## config.mk

```make
export PLATFORM = sky130hd
export DESIGN_NAME = ro_cache_top
export DESIGN_NICKNAME = d
export VERILOG_FILES = /design/src/verilog/axi_lite_pkg.sv /design/src/verilog/ro_cache_pkg.sv /design/src/verilog/ro_cache_ar_steer.sv /design/src/verilog/ro_cache_line_store.sv /design/src/verilog/ro_cache_refill.sv /design/src/verilog/ro_cache_top.sv
export SDC_FILE = /design/constraint.sdc
export NUM_CORES = 1
export LEC_CHECK = 0
export ABC_AREA = 1
export BUFFER_PORTS_ARGS = -buffer_cell sky130_fd_sc_hd__buf_2
export CORE_ASPECT_RATIO = 0.7
export CORE_UTILIZATION = 50
export CTS_BUF_LIST = sky130_fd_sc_hd__clkbuf_16
export DETAILED_ROUTE_END_ITERATION = 10
export PLACE_DENSITY = 0.78
export SLEW_MARGIN = 20
export SYNTH_ARGS = -nofsm -noshare
export SYNTH_HDL_FRONTEND = slang
export SYNTH_SLANG_ARGS = --single-unit
```

## constraint.sdc

```tcl
create_clock -name clk_i -period 4.7 [get_ports clk_i]
set_input_delay 0.235 -clock clk_i [delete_from_list [all_inputs] [get_ports clk_i]]
set_output_delay 0.235 -clock clk_i [all_outputs]
set_load 0.01 [all_outputs]
```

## src/verilog/axi_lite_pkg.sv

```systemverilog
/*
 * AXI4-Lite read channel definitions.
 * Address and data widths, the AR and R payload structs and the
 * response code shared by the slave and memory ports.
 */

`default_nettype none

package axi_lite_pkg;

  localparam int unsigned ADDR_WIDTH = 32;
  localparam int unsigned DATA_WIDTH = 32;

  typedef logic [ADDR_WIDTH-1:0] addr_t;
  typedef logic [DATA_WIDTH-1:0] data_t;

  typedef enum logic [1:0] {
    OKAY   = 2'b00,
    EXOKAY = 2'b01,
    SLVERR = 2'b10,
    DECERR = 2'b11
  } axi_resp_e;

  typedef struct packed {
    addr_t      addr;
    logic [2:0] prot;
  } ar_chan_t;

  typedef struct packed {
    data_t     data;
    axi_resp_e resp;
  } r_chan_t;

endpackage

`default_nettype wire

```

## src/verilog/ro_cache_pkg.sv

```systemverilog
/*
 * Read-only cache internal definitions.
 * Region bounds, the lookup request and result carried between the
 * pipeline stages, the line write and the refill FSM states.
 */

`default_nettype none

package ro_cache_pkg;

  import axi_lite_pkg::*;

  // Byte offset bits below the word
  localparam int unsigned WORD_ALIGN = 2;

  typedef struct packed {
    addr_t start_addr;
    addr_t end_addr;
  } region_t;

  typedef struct packed {
    addr_t addr;
    logic  cacheable;
  } lookup_req_t;

  typedef struct packed {
    addr_t addr;
    logic  cacheable;
    logic  hit;
    data_t data;
  } lookup_rsp_t;

  typedef struct packed {
    addr_t addr;
    data_t data;
  } line_write_t;

  typedef enum logic [1:0] {
    IDLE,
    FETCH,
    RESPOND
  } refill_state_e;

endpackage

`default_nettype wire

```

## src/verilog/ro_cache_ar_steer.sv

```systemverilog
/*
 * Read-only cache AR steer stage.
 * Accepts reads from the slave port and decides whether each one is
 * cacheable. The request is held in one register until the line store
 * takes it as a lookup.
 */

`timescale 1ns/1ps
`default_nettype none

module ro_cache_ar_steer
  import axi_lite_pkg::*;
  import ro_cache_pkg::*;
(
  input  wire logic        clk_i,
  input  wire logic        rst_i,
  input  wire logic        s_ar_valid_i,
  input  wire ar_chan_t    s_ar_i,
  output logic             s_ar_ready_o,
  input  wire logic        enable_i,
  input  wire region_t     region_i,
  output logic             lookup_valid_o,
  output lookup_req_t      lookup_req_o,
  input  wire logic        lookup_ready_i
);

  logic        req_valid_q;
  lookup_req_t req_q;
  logic        in_region;
  logic        ar_hs;

  // Region is start inclusive, end exclusive
  assign in_region = (s_ar_i.addr >= region_i.start_addr) &&
                     (s_ar_i.addr < region_i.end_addr);

  // Free slot, or the held request leaves this cycle
  assign s_ar_ready_o = !req_valid_q || lookup_ready_i;
  assign ar_hs        = s_ar_valid_i && s_ar_ready_o;

  always_ff @(posedge clk_i) begin
    if (rst_i) begin
      req_valid_q <= 1'b0;
    end else if (ar_hs) begin
      req_valid_q <= 1'b1;
    end else if (lookup_ready_i) begin
      req_valid_q <= 1'b0;
    end
  end

  // Cacheability is fixed at the AR handshake
  always_ff @(posedge clk_i) begin
    if (ar_hs) begin
      req_q.addr      <= s_ar_i.addr;
      req_q.cacheable <= enable_i && in_region;
    end
  end

  assign lookup_valid_o = req_valid_q;
  assign lookup_req_o   = req_q;

endmodule

`default_nettype wire

```

## src/verilog/ro_cache_line_store.sv

```systemverilog
/*
 * Read-only cache line store.
 * Direct-mapped tag, data and valid arrays with one word per line.
 * Lookups are registered and answer one cycle after acceptance. Lines
 * are written by the refill unit and the flush handshake clears all
 * valid bits.
 */

`timescale 1ns/1ps
`default_nettype none

module ro_cache_line_store
  import axi_lite_pkg::*;
  import ro_cache_pkg::*;
#(
  parameter int unsigned LINE_COUNT = 16
) (
  input  wire logic        clk_i,
  input  wire logic        rst_i,
  input  wire logic        lookup_valid_i,
  input  wire lookup_req_t lookup_req_i,
  output logic             lookup_ready_o,
  output logic             result_valid_o,
  output lookup_rsp_t      result_o,
  input  wire logic        result_ready_i,
  input  wire logic        line_write_valid_i,
  input  wire line_write_t line_write_i,
  input  wire logic        flush_valid_i,
  output logic             flush_ready_o
);

  localparam int unsigned INDEX_WIDTH = $clog2(LINE_COUNT);
  localparam int unsigned TAG_WIDTH   = ADDR_WIDTH - WORD_ALIGN - INDEX_WIDTH;

  // --------------------
  // Storage
  // --------------------
  data_t                  data_q [LINE_COUNT];
  logic [TAG_WIDTH-1:0]   tag_q  [LINE_COUNT];
  logic [LINE_COUNT-1:0]  valid_q;

  logic                   result_valid_q;
  lookup_rsp_t            result_q;

  logic [INDEX_WIDTH-1:0] lookup_index;
  logic [TAG_WIDTH-1:0]   lookup_tag;
  logic [INDEX_WIDTH-1:0] write_index;
  logic [TAG_WIDTH-1:0]   write_tag;
  logic                   lookup_hs;
  logic                   flush_hs;

  assign lookup_index = lookup_req_i.addr[WORD_ALIGN +: INDEX_WIDTH];
  assign lookup_tag   = lookup_req_i.addr[ADDR_WIDTH-1 -: TAG_WIDTH];
  assign write_index  = line_write_i.addr[WORD_ALIGN +: INDEX_WIDTH];
  assign write_tag    = line_write_i.addr[ADDR_WIDTH-1 -: TAG_WIDTH];

  // Flush only on an empty, quiet stage
  assign flush_ready_o  = !result_valid_q && !lookup_valid_i;
  assign flush_hs       = flush_valid_i && flush_ready_o;
  assign lookup_ready_o = (!result_valid_q || result_ready_i) && !flush_hs;
  assign lookup_hs      = lookup_valid_i && lookup_ready_o;

  always_ff @(posedge clk_i) begin
    if (rst_i) begin
      valid_q <= '0;
    end else begin
      if (line_write_valid_i) begin
        valid_q[write_index] <= 1'b1;
      end
      // flush overrides a write in the same cycle
      if (flush_hs) begin
        valid_q <= '0;
      end
    end
  end

  always_ff @(posedge clk_i) begin
    if (line_write_valid_i) begin
      data_q[write_index] <= line_write_i.data;
      tag_q[write_index]  <= write_tag;
    end
  end

  // --------------------
  // Lookup result
  // --------------------
  always_ff @(posedge clk_i) begin
    if (rst_i) begin
      result_valid_q <= 1'b0;
    end else if (lookup_hs) begin
      result_valid_q <= 1'b1;
    end else if (result_ready_i) begin
      result_valid_q <= 1'b0;
    end
  end

  always_ff @(posedge clk_i) begin
    if (lookup_hs) begin
      result_q.addr      <= lookup_req_i.addr;
      result_q.cacheable <= lookup_req_i.cacheable;
      result_q.hit       <= valid_q[lookup_index] && (tag_q[lookup_index] == lookup_tag);
      result_q.data      <= data_q[lookup_index];
    end
  end

  assign result_valid_o = result_valid_q;
  assign result_o       = result_q;

endmodule

`default_nettype wire

```

## src/verilog/ro_cache_refill.sv

```systemverilog
/*
 * Read-only cache refill unit.
 * Returns stored data on a hit. Misses and bypass reads go out as a
 * single memory read, and OKAY data of cacheable reads is written back
 * into the line store. One read is handled at a time.
 */

`timescale 1ns/1ps
`default_nettype none

module ro_cache_refill
  import axi_lite_pkg::*;
  import ro_cache_pkg::*;
(
  input  wire logic        clk_i,
  input  wire logic        rst_i,
  input  wire logic        result_valid_i,
  input  wire lookup_rsp_t result_i,
  output logic             result_ready_o,
  output logic             m_ar_valid_o,
  output ar_chan_t         m_ar_o,
  input  wire logic        m_ar_ready_i,
  input  wire logic        m_r_valid_i,
  input  wire r_chan_t     m_r_i,
  output logic             m_r_ready_o,
  output logic             s_r_valid_o,
  output r_chan_t          s_r_o,
  input  wire logic        s_r_ready_i,
  output logic             line_write_valid_o,
  output line_write_t      line_write_o
);

  refill_state_e state_q;
  refill_state_e state_d;
  logic          m_ar_valid_q;
  addr_t         addr_q;
  logic          cacheable_q;
  r_chan_t       s_r_q;

  logic          result_hs;
  logic          is_hit;
  logic          m_ar_hs;
  logic          m_r_hs;

  assign result_ready_o = (state_q == IDLE);
  assign result_hs      = result_valid_i && result_ready_o;
  assign is_hit         = result_i.cacheable && result_i.hit;
  assign m_ar_hs        = m_ar_valid_o && m_ar_ready_i;
  assign m_r_ready_o    = (state_q == FETCH);
  assign m_r_hs         = m_r_valid_i && m_r_ready_o;

  // --------------------
  // State machine
  // --------------------
  always_comb begin
    state_d = state_q;
    case (state_q)
      IDLE: begin
        if (result_hs) begin
          state_d = is_hit ? RESPOND : FETCH;
        end
      end
      FETCH: begin
        if (m_r_hs) begin
          state_d = RESPOND;
        end
      end
      RESPOND: begin
        if (s_r_ready_i) begin
          state_d = IDLE;
        end
      end
      default: state_d = IDLE;
    endcase
  end

  always_ff @(posedge clk_i) begin
    if (rst_i) begin
      state_q      <= IDLE;
      m_ar_valid_q <= 1'b0;
    end else begin
      state_q <= state_d;
      // AR goes out once per miss or bypass
      if (result_hs && !is_hit) begin
        m_ar_valid_q <= 1'b1;
      end else if (m_ar_hs) begin
        m_ar_valid_q <= 1'b0;
      end
    end
  end

  always_ff @(posedge clk_i) begin
    if (result_hs) begin
      addr_q      <= result_i.addr;
      cacheable_q <= result_i.cacheable;
      s_r_q.data  <= result_i.data;
      s_r_q.resp  <= OKAY;
    end else if (m_r_hs) begin
      s_r_q <= m_r_i;
    end
  end

  assign m_ar_valid_o = m_ar_valid_q;
  assign m_ar_o.addr  = addr_q;
  assign m_ar_o.prot  = 3'b000;

  assign s_r_valid_o = (state_q == RESPOND);
  assign s_r_o       = s_r_q;

  // Error responses never reach the store
  assign line_write_valid_o = m_r_hs && cacheable_q && (m_r_i.resp == OKAY);
  assign line_write_o.addr  = addr_q;
  assign line_write_o.data  = m_r_i.data;

endmodule

`default_nettype wire

```

## src/verilog/ro_cache_top.sv

```systemverilog
/*
 * Read-only cache top level.
 * Connects the AR steer stage, the line store and the refill unit
 * between an AXI4-Lite read slave port and a memory read port.
 */

`timescale 1ns/1ps
`default_nettype none

module ro_cache_top
  import axi_lite_pkg::*;
  import ro_cache_pkg::*;
#(
  parameter int unsigned LINE_COUNT = 16
) (
  input  wire logic     clk_i,
  input  wire logic     rst_i,
  input  wire logic     enable_i,
  input  wire region_t  region_i,
  input  wire logic     flush_valid_i,
  output logic          flush_ready_o,
  // Slave read port
  input  wire logic     s_ar_valid_i,
  input  wire ar_chan_t s_ar_i,
  output logic          s_ar_ready_o,
  output logic          s_r_valid_o,
  output r_chan_t       s_r_o,
  input  wire logic     s_r_ready_i,
  // Memory read port
  output logic          m_ar_valid_o,
  output ar_chan_t      m_ar_o,
  input  wire logic     m_ar_ready_i,
  input  wire logic     m_r_valid_i,
  input  wire r_chan_t  m_r_i,
  output logic          m_r_ready_o
);

  logic        lookup_valid;
  lookup_req_t lookup_req;
  logic        lookup_ready;
  logic        result_valid;
  lookup_rsp_t result;
  logic        result_ready;
  logic        line_write_valid;
  line_write_t line_write;

  ro_cache_ar_steer u_steer (
    .clk_i          (clk_i),
    .rst_i          (rst_i),
    .s_ar_valid_i   (s_ar_valid_i),
    .s_ar_i         (s_ar_i),
    .s_ar_ready_o   (s_ar_ready_o),
    .enable_i       (enable_i),
    .region_i       (region_i),
    .lookup_valid_o (lookup_valid),
    .lookup_req_o   (lookup_req),
    .lookup_ready_i (lookup_ready)
  );

  ro_cache_line_store #(
    .LINE_COUNT (LINE_COUNT)
  ) u_store (
    .clk_i              (clk_i),
    .rst_i              (rst_i),
    .lookup_valid_i     (lookup_valid),
    .lookup_req_i       (lookup_req),
    .lookup_ready_o     (lookup_ready),
    .result_valid_o     (result_valid),
    .result_o           (result),
    .result_ready_i     (result_ready),
    .line_write_valid_i (line_write_valid),
    .line_write_i       (line_write),
    .flush_valid_i      (flush_valid_i),
    .flush_ready_o      (flush_ready_o)
  );

  ro_cache_refill u_refill (
    .clk_i              (clk_i),
    .rst_i              (rst_i),
    .result_valid_i     (result_valid),
    .result_i           (result),
    .result_ready_o     (result_ready),
    .m_ar_valid_o       (m_ar_valid_o),
    .m_ar_o             (m_ar_o),
    .m_ar_ready_i       (m_ar_ready_i),
    .m_r_valid_i        (m_r_valid_i),
    .m_r_i              (m_r_i),
    .m_r_ready_o        (m_r_ready_o),
    .s_r_valid_o        (s_r_valid_o),
    .s_r_o              (s_r_o),
    .s_r_ready_i        (s_r_ready_i),
    .line_write_valid_o (line_write_valid),
    .line_write_o       (line_write)
  );

endmodule

`default_nettype wire
```

---- Word-level counts from Yosys, hierarchy flattened ----
Memories as Yosys holds them, arrays and structs flattened. A register that Yosys moved wholly into a read port is not among the register bits.
Index checks and enable logic that the tools add are counted.
word-level totals
  flip-flop bits (word level) ............. 155
  bits in latches ......................... 0
  bits in writable memories ............... 928
  memory bits (read-only) ................. 0
  input port bits ......................... 141
  output and inout port bits .............. 74
  logic and storage cells ................. 78
  memories ................................ 2
cells by class
  $add $sub $neg .......................... 0
  multipliers ............................. 0
  div/mod/pow operators ................... 0
  $lt $le $gt $ge ......................... 5
  equal/unequal tests ..................... 6
  shifts and indexed selects .............. 0
  mux-type cells .......................... 20
  bitwise gates (word level) .............. 1
  reductions and logical operators ........ 30
memory list
  memory          words  width  read ports  clocked after memory_dff  wr ports  line                       text
  u_store.data_q  16     32     1           1                         1         ro_cache_line_store.sv:38  data_t data_q [LINE_COUNT];
  u_store.tag_q   16     26     1           1                         1         ro_cache_line_store.sv:39  logic [TAG_WIDTH-1:0] tag_q [LINE_COUNT];
operators with widths
  cell                number
  $mux 34             2
  $ge 32x32->1        1
  $lt 32x32->1        1
  $eq 26x26->1        1
  $logic_and 1x1->1   16
  $or 16x16->16       1
  $lt 4x5->1 const B  2
  $mux 1              10
  $mux 2              4
  $reduce_bool 2->1   4
  $pmux 2 s3          1
  $bmux 1 s4          1
  $demux 1 s4         1
  $ge 4x1->1 const B  1
  $logic_not 1->1     4
  $logic_not 2->1     2
  $mux 4              1
  $ne 2x2->1 const B  2
  $reduce_and 3->1    1
  $eq 2x1->1 const B  1
  $eq 2x2->1 const B  1
  $logic_or 1x1->1    2
  $ne 2x1->1 const B  1
  $reduce_or 2->1     1

---- Logic depth before layout (Yosys ltp) ----
Gate-level depths: netlist of run 1.
  depth after elaboration ................. 8
  mapped depth ............................ 17
  depth with buffers taken out ............ 14

---- Cells and area by module ----
A second synthesis of run 1 with hierarchy kept.
second synthesis, totals
  cell total of the unflattened synthesis .. 3807
  area total of the unflattened synthesis .. 46126.7 um^2
modules (own cells, without submodules)
  module               times used  cells each  area an instance (um^2)  sequential area each (um^2)
  ro_cache_line_store  1           3220        40201.1                  30189.0
  ro_cache_refill      1           279         3226.8                   2052.0
  ro_cache_ar_steer    1           308         2698.8                   1011.0

---- Worst setup path after synthesis of run 1 ----
OpenSTA, ideal clock, no wires.
  path type ............................... register to register
  start ................................... register u_refill.state_q[1]
  end ..................................... memory u_store.data_q[13][0] (netlist name), enable pin
  setup time .............................. 475 ps
  arrival ................................. 3624 ps
  required time ........................... 4225 ps
  slack ................................... 601 ps
  stages on the path, launching flop included .. 9
  buffers on the path ..................... 0
  clock period less this slack ............ 4099 ps
  path through ............................ dfxtp_1 inv_1 nand2_1 nor2_4 inv_2 nor4_4 nor3b_1 inv_1 nor2_1
between the ends
  longest elaborated chain between the ends .. 6
ends and longest elaborated chain
  element                         line                       text
  start, declared                 ro_cache_refill.sv:33      refill_state_e state_q;
  start signal, assigned          ro_cache_refill.sv:82      state_q <= state_d;
  $eq 2x1->1                      ro_cache_refill.sv:49      assign m_r_ready_o = (state_q == FETCH);
  $logic_and 1x1->1               ro_cache_refill.sv:50      assign m_r_hs = m_r_valid_i && m_r_ready_o;
  $logic_and 1x1->1 (2 in a row)  ro_cache_refill.sv:111     assign line_write_valid_o = m_r_hs && cacheable_q && (m_r_i.resp == OKAY);
  $mux 1                          ro_cache_line_store.sv:78  if (line_write_valid_i) begin
  $mux 1 (implied by the code)    ro_cache_line_store.sv:79  data_q[write_index] <= line_write_i.data;
  end, declared                   ro_cache_line_store.sv:38
Every way passes these cells.

==> impl_metrics.toml, run 1 <==
[clock_tree]
path_clk_slew_ns = 0.06
clock_path_buffers = 3
cts_tree = "built"
insertion_delay_ns = 0.70
cts_resized = 0
root_buffer = "clkbuf_16"
numCtsBuffers = 102
cts_max_level = 3
cts_sinks = 1119

[detailed_routing]
drc_errors = 0
first_iter_violations = 4043
wirelength_mm = 114
ant_nets = 0
detail_route.wl_per_cell_um = 21.7
via_per_inst = 5.69
dr.pass1.iters = 5
vias = 29700

[logic_synthesis]
yosysTopAreaCell = "edfxtp_1"
syn_area_mm2 = 0.0455
synth-seq-cells = 1119
synth_cells = 3678
ys_top_cells_by_area = "edfxtp_1 72%, nand2_1 5.8%, nand3_1 3.3%, nor2_1 3.3%, o21ai_0 3.1%"
yosysWarnings = 0
avgSynthCellArea_um2 = 12.4
yosys.cell_types.count = 35
ys_seq_area_share_pct = 73.2
yosysTopAreaCellShare_pct = 72.0

[timing]
relSlewSlack_pct = 26.9
hold_violations = 0
period_share_pct = 66.4
post-route-worst-setup-slack_ns = 1.58
min_period_ns = 3.12
maxClockFrequency_mhz = 320
fin_setup_tns_ns = 0
drv_slew = 0
rsz0062_at_grt = "false"
tightestPinTransition_ns = 1.10
setup_viol_count_final = 0
skew_ns = 0.0712

[job]
drv_cap = 0

[layout]
syn_to_final_growth_pct = 13.9
n_fill_cell = 6807
finalNetCount = 4113
finalNonFillerCells = 5220
ff_latch_area_mm2 = 0.0333
final_cell_mix = "1092 x edfxtp_1, 707 x nand2_1, 385 x nor2_1, 318 x inv_1, 303 x nand3_1"
postLayoutCellArea_mm2 = 0.0519
final_common_cell = "edfxtp_1"
drive_gt1_share_pct = 10.9
multi_input_area_mm2 = 0.0102

[die]
die_area_mm2 = 0.0923
dieWidth_um = 363
rows = 92
ios = 215
core_mm2 = 0.0901
start_util_pct = 50.5
die_h_um = 255

[run_status]
outcome = "finished clean"

[placed_design]
dp_hpwl_mm = 58.9
detailed_place.area_mm2 = 0.0478
port_buffers = 208
post-place-ws_ns = 1.64
place_congestion = 0.853
place_inst = 4956

[global_route]
grt_pass1_wl_mm = 169
grt_max_degree = 193
antenna_found_initial = 1
grt_pass1_vias = 28400
grt_use_total_pct = 24.4
grt_overflow = 0

[power_and_ir_drop]
p_per_area_mw_per_mm2 = 398
irDropWorstVdd_v = 0.000318
leakagePower_nw = 19.3

[setup_path]
cp-end-kind = "flip-flop"
critPathMaxFanout = 109
required_ns = 5.26
critPathArrivalTime_ns = 3.68
worstSetupStartpointType = "flip-flop"
cpMaxStageDelayCell = "dfxtp_4"
critPathMostFrequentCell = "nand2_1"
cpPeakStageDelay_ns = 0.81
critical_path_class = "reg -> reg"
crit_chain = "inv_6 -> buf_4 -> or2_0 -> nand2_1 -> nand3_1 -> nand3_1 -> nand2_1 -> nand2_1 -> nand2_1 -> nor2_1 -> nand2_1 -> nor2_1 -> nand2_1 -> nor2_1"

[hold_path]
hold_path.class = "in -> reg"
hold_path.startpoint = "enable_i"
## cell families after synthesis
family	Yosys count	share of synthesized area (%)
and+or+nand+nor	1438	12.9
DFF	1119	73.2
AOI/OAI and AO/OA	553	7.52
buffers and inverters	504	4.68
adders and majority gates	63	1.73
other	1	0.00823
## power breakdown
part | total, mW | internal (mW) | switching, mW
logic | 1.34 | 0.427 | 0.913
clock network | 8.20 | 4.56 | 3.64
registers | 11.1 | 11.0 | 0.0963
total | 20.6 | 16.0 | 4.65
## metrics by stage
stage	utilization (%)	hold slack [ns]	total power [mW]
5_1_grt	57.6	0.218	21.2
2_1_floorplan	-	0.304	12.1
6_report	57.6	0.187	20.6
3_3_place_gp	53.1	0.401	12.5
3_5_place_dp	53.1	0.405	12.6
4_1_cts	57.6	0.149	20.7
## path summary, 6_finish.rpt
kind | cells after the start | end | slack, ns
min | 7 | u_steer.lookup_req_o[0]$_DFFE_PP_ | 0.19
min reg2reg | 0 | u_refill.addr_q[14]$_DFFE_PP_ | 0.41
max reg2reg | 14 | u_store.result_o[32]$_DFFE_PP_ | 1.58
max | 14 | u_store.result_o[32]$_DFFE_PP_ | 1.58
## area by class of cell
class                      count  area share [%]
timing repair buffer         328            4.47
inverter                     301            2.21
sequential                  1119            64.3
clock inverter                89            1.45
antenna                        1         0.00482
clock buffer                 103            4.97
multi-input combinational   2057            19.7
tap                         1222            2.95
## critical path, delay by kind of cell, from the launching register on
kind                   cells  cell delay [ns]
buffers and inverters      2             0.84
AND/OR/NAND/NOR           12             1.25
flip-flops                 1             0.81
## metal layers
metal / up-vias / wire length (um) / GRT usage, %
li1: 13500 / - / -
met1: 14200 / 45300 / 34.5
met2: 1816 / 51500 / 37.9
met4: 0 / 3080 / 8.09
met3: 239 / 13600 / 5.23
met5: - / 0 / 0
## state kept, by name, indices dropped and copies added (netlist names), named ones only
register,count
u_store.data_q,512
u_store.tag_q,416
u_store.result_o,66
u_refill.s_r_o,34
u_steer.lookup_req_o,33
u_refill.addr_q,32
u_store.valid_q,16
u_refill.state_q,2
u_refill.cacheable_q,1
u_refill.m_ar_valid_o,1
u_steer.lookup_valid_o,1
u_store.result_valid_o,1
## synthesized netlist by cell type (all sizes together)
cell and number:
o21ai 302, a21o 2, a22o 31, clkbuf 114, nand3b 3, or2 8
o221ai 101, o21a 3, edfxtp 1092, ha 63, inv 296, a21oi 40
nor4 3, o211ai 45, nor3 3, nand4 6, clkinv 5, o22ai 27
nor2 403, dfxtp 27, nand2 708, conb 1, nand3 303, nor3b 1
a211oi 2, buf 89
## repair_timing
item | CTS | global route
endpoints found under the hold margin | 555 | 0
hold buffers | 71 | 0
buffers inserted | 0 | 0
(Power assumes the default switching activity.)
==> inputs of run 2 (changes only) <==
==> constraint.sdc (replaced) <==
create_clock -name clk_i -period 2.95 [get_ports clk_i]
set_input_delay 0.1475 -clock clk_i [delete_from_list [all_inputs] [get_ports clk_i]]
set_output_delay 0.1475 -clock clk_i [all_outputs]
set_load 0.01 [all_outputs]
==> run 2 against run 1 <==
Effect of this change: clock power up 63%; sequential cell count unchanged; utilization up 0.65 points; cell count up 0.52%; non-clock buffer count up 31; sequential power up 59%; final area up 1.1%; die area unchanged; power up 61%; first-iteration DRC count down 0.40%.
==> impl_metrics.toml, run 2 (synthesis gave the netlist of run 1 again) <==
[timing]
fin_setup_tns_ns = 0
rsz0062_at_grt = "false"
hold_violations = 0
post-route-worst-setup-slack_ns = 0.419
drv_slew = 0
timing.hold.ws_ns = 0.0843
skew_ns = 0.0636
tightestPinTransition_ns = 0.730
setup_viol_count_final = 0
period_share_pct = 85.8
min_period_ns = 2.53
maxClockFrequency_mhz = 395
relSlewSlack_pct = 51.4

[power_and_ir_drop]
internal_power_mw = 25.8
total_power_mw = 33.3
p_per_area_mw_per_mm2 = 635
leakagePower_nw = 19.5
seqPwrFrac_pct = 53.0
clockPowerShare_pct = 40.3
irDropWorstVdd_v = 0.000588
combPwrFrac_pct = 6.7
p_switching_mw = 7.54
sw_frac_of_total_pct = 22.6

[placed_design]
port_buffers = 208
post-place-ws_ns = 0.515
place_congestion = 0.872
detailed_place.area_mm2 = 0.0483
place_inst = 4985
dp_hpwl_mm = 61.9

[layout]
drive_gt1_share_pct = 11.8
final_common_cell = "edfxtp_1"
fin_util_pct = 58.2
n_fill_cell = 6756
finalNetCount = 4143
largest_register = "u_store.data_q"
finalNonFillerCells = 5247
largest_reg_flops = 512
final_cell_mix = "1092 x edfxtp_1, 707 x nand2_1, 385 x nor2_1, 304 x inv_1, 303 x nand3_1"
postLayoutCellArea_mm2 = 0.0525
syn_to_final_growth_pct = 15.2

[setup_path]
cpPeakStageDelay_ns = 0.60
required_ns = 3.22
reg2reg_depth = 7
critPathMostFrequentCell = "nor2_4"
cpMaxStageDelayCell = "buf_4"
r2r-start = "u_refill.state_q[0]$_SDFFE_PP0P_"
cp-end-kind = "flip-flop"
critPathArrivalTime_ns = 2.80
critPathMaxFanout = 33
regToRegEndpoint = "u_store.data_q[10][30]$_DFFE_PP_"
critical_path_class = "reg -> reg"
rrSetupSlack_ns = 0.42
path_buf_inv = 2
path_depth = 7
crit_chain = "nand2_1 -> nor2_4 -> inv_2 -> nor4_4 -> nand3_1 -> nor2_4 -> buf_4"
cp_top_family = "simple AND/OR/NAND/NOR gates"
worstSetupStartpointType = "flip-flop"

[detailed_routing]
dr.pass1.iters = 6
via_per_inst = 5.73
wirelength_mm = 116
detail_route.wl_per_cell_um = 22.1
vias = 30100
ant_nets = 0
first_iter_violations = 4027
drc_errors = 0

[global_route]
grt_use_met2_pct = 38.3
grt-busiest-layer = "met2"
grt_overflow = 0
grt_pass1_wl_mm = 173
grt_pass1_vias = 29200
antenna_found_initial = 1
gr-usage-met1_pct = 35.2
grt_max_degree = 134
gr-usage-met3_pct = 5.35
grt_use_total_pct = 24.9

[clock_tree]
clock_path_buffers = 3
cts_tree = "built"
cts_max_level = 3
cts_resized = 0
ctsHoldBuffers = 73
numCtsBuffers = 101
cts_sinks = 1119
cts_setup_buffers = 0
path_clk_slew_ns = 0.06
root_buffer = "clkbuf_16"
insertion_delay_ns = 0.69

[hold_path]
hold_depth = 7
hold_path.class = "in -> reg"
min_to = "u_steer.lookup_req_o[0]$_DFFE_PP_"
hold_path.startpoint = "enable_i"

[die]
rows = 92
start_util_pct = 50.5
die_h_um = 255
dieWidth_um = 363
ios = 215
core_mm2 = 0.0901
die_area_mm2 = 0.0923

[job]
drv_cap = 0

[run_status]
outcome = "finished clean"
==> run 2: cell count changes in the layout (fill, tap and decap cells not counted), moves of 2 or more <==
cell and change:
buf_12 +21, buf_4 +8, bufinv_16 +4, clkbuf_16 -2, clkinv_16 +2, clkinv_2 +6
dlygate4sd3_1 +2, inv_1 -14, inv_16 -3, inv_6 +2
==> run 2: cell type report <==
cell class	instances	area (um2)	area share, %
antenna	1	2.50	0.00477
clock buffer	101	2530	4.82
clock inverter	87	885	1.69
inverter	301	1140	2.18
multi-input combinational	2057	10200	19.5
sequential	1119	33300	63.5
tap	1222	1530	2.91
timing repair buffer	359	2820	5.38
==> run 2: worst max path at each step <==
stage | startpoint | end | slack [ns]
5_1_grt | u_refill.state_q[1]$_SDFFE_PP0P_ | u_store.data_q[10][30]$_DFFE_PP_ | 0.28
6_report | u_refill.state_q[0]$_SDFFE_PP0P_ | u_store.data_q[10][30]$_DFFE_PP_ | 0.42
3_3_place_gp | u_refill.state_q[1]$_SDFFE_PP0P_ | u_store.tag_q[3][22]$_DFFE_PP_ | 0.52
4_1_cts | u_refill.state_q[0]$_SDFFE_PP0P_ | u_store.data_q[10][30]$_DFFE_PP_ | 0.46
3_5_place_dp | u_refill.state_q[1]$_SDFFE_PP0P_ | u_store.data_q[10][12]$_DFFE_PP_ | 0.52
2_1_floorplan | u_refill.state_q[1]$_SDFFE_PP0P_ | u_store.data_q[1][0]$_DFFE_PP_ | -0.19
==> run 2: power groups by stage <==
| stage | Combinational (mW) | Sequential [mW] | Clock [mW] |
|---|---|---|---|
| 2_1_floorplan | 1.33 | 18.0 | 0 |
| 3_3_place_gp | 2.06 | 18.0 | 0 |
| 3_5_place_dp | 2.13 | 18.0 | 0 |
| 4_1_cts | 2.22 | 17.7 | 13.5 |
| 5_1_grt | 2.47 | 17.7 | 14.1 |
| 6_report | 2.25 | 17.7 | 13.4 |
==> run 2: worst reg2reg max path, delay by kind of cell, from the launching register on <==
kind / cells / cell delay, ns
buffers and inverters: 2 / 0.67
DFF: 1 / 0.38
and+or+nand+nor: 5 / 1.03
==> run 2: routing by layer <==
layer  routed length [um]  vias up  share of wire, %
met4                 3510        0               3.0
met3                13300      275                11
met2                52700     1759                45
met5                    0        -                 0
met1                46400    14500                40
li1                     -    13500                 -
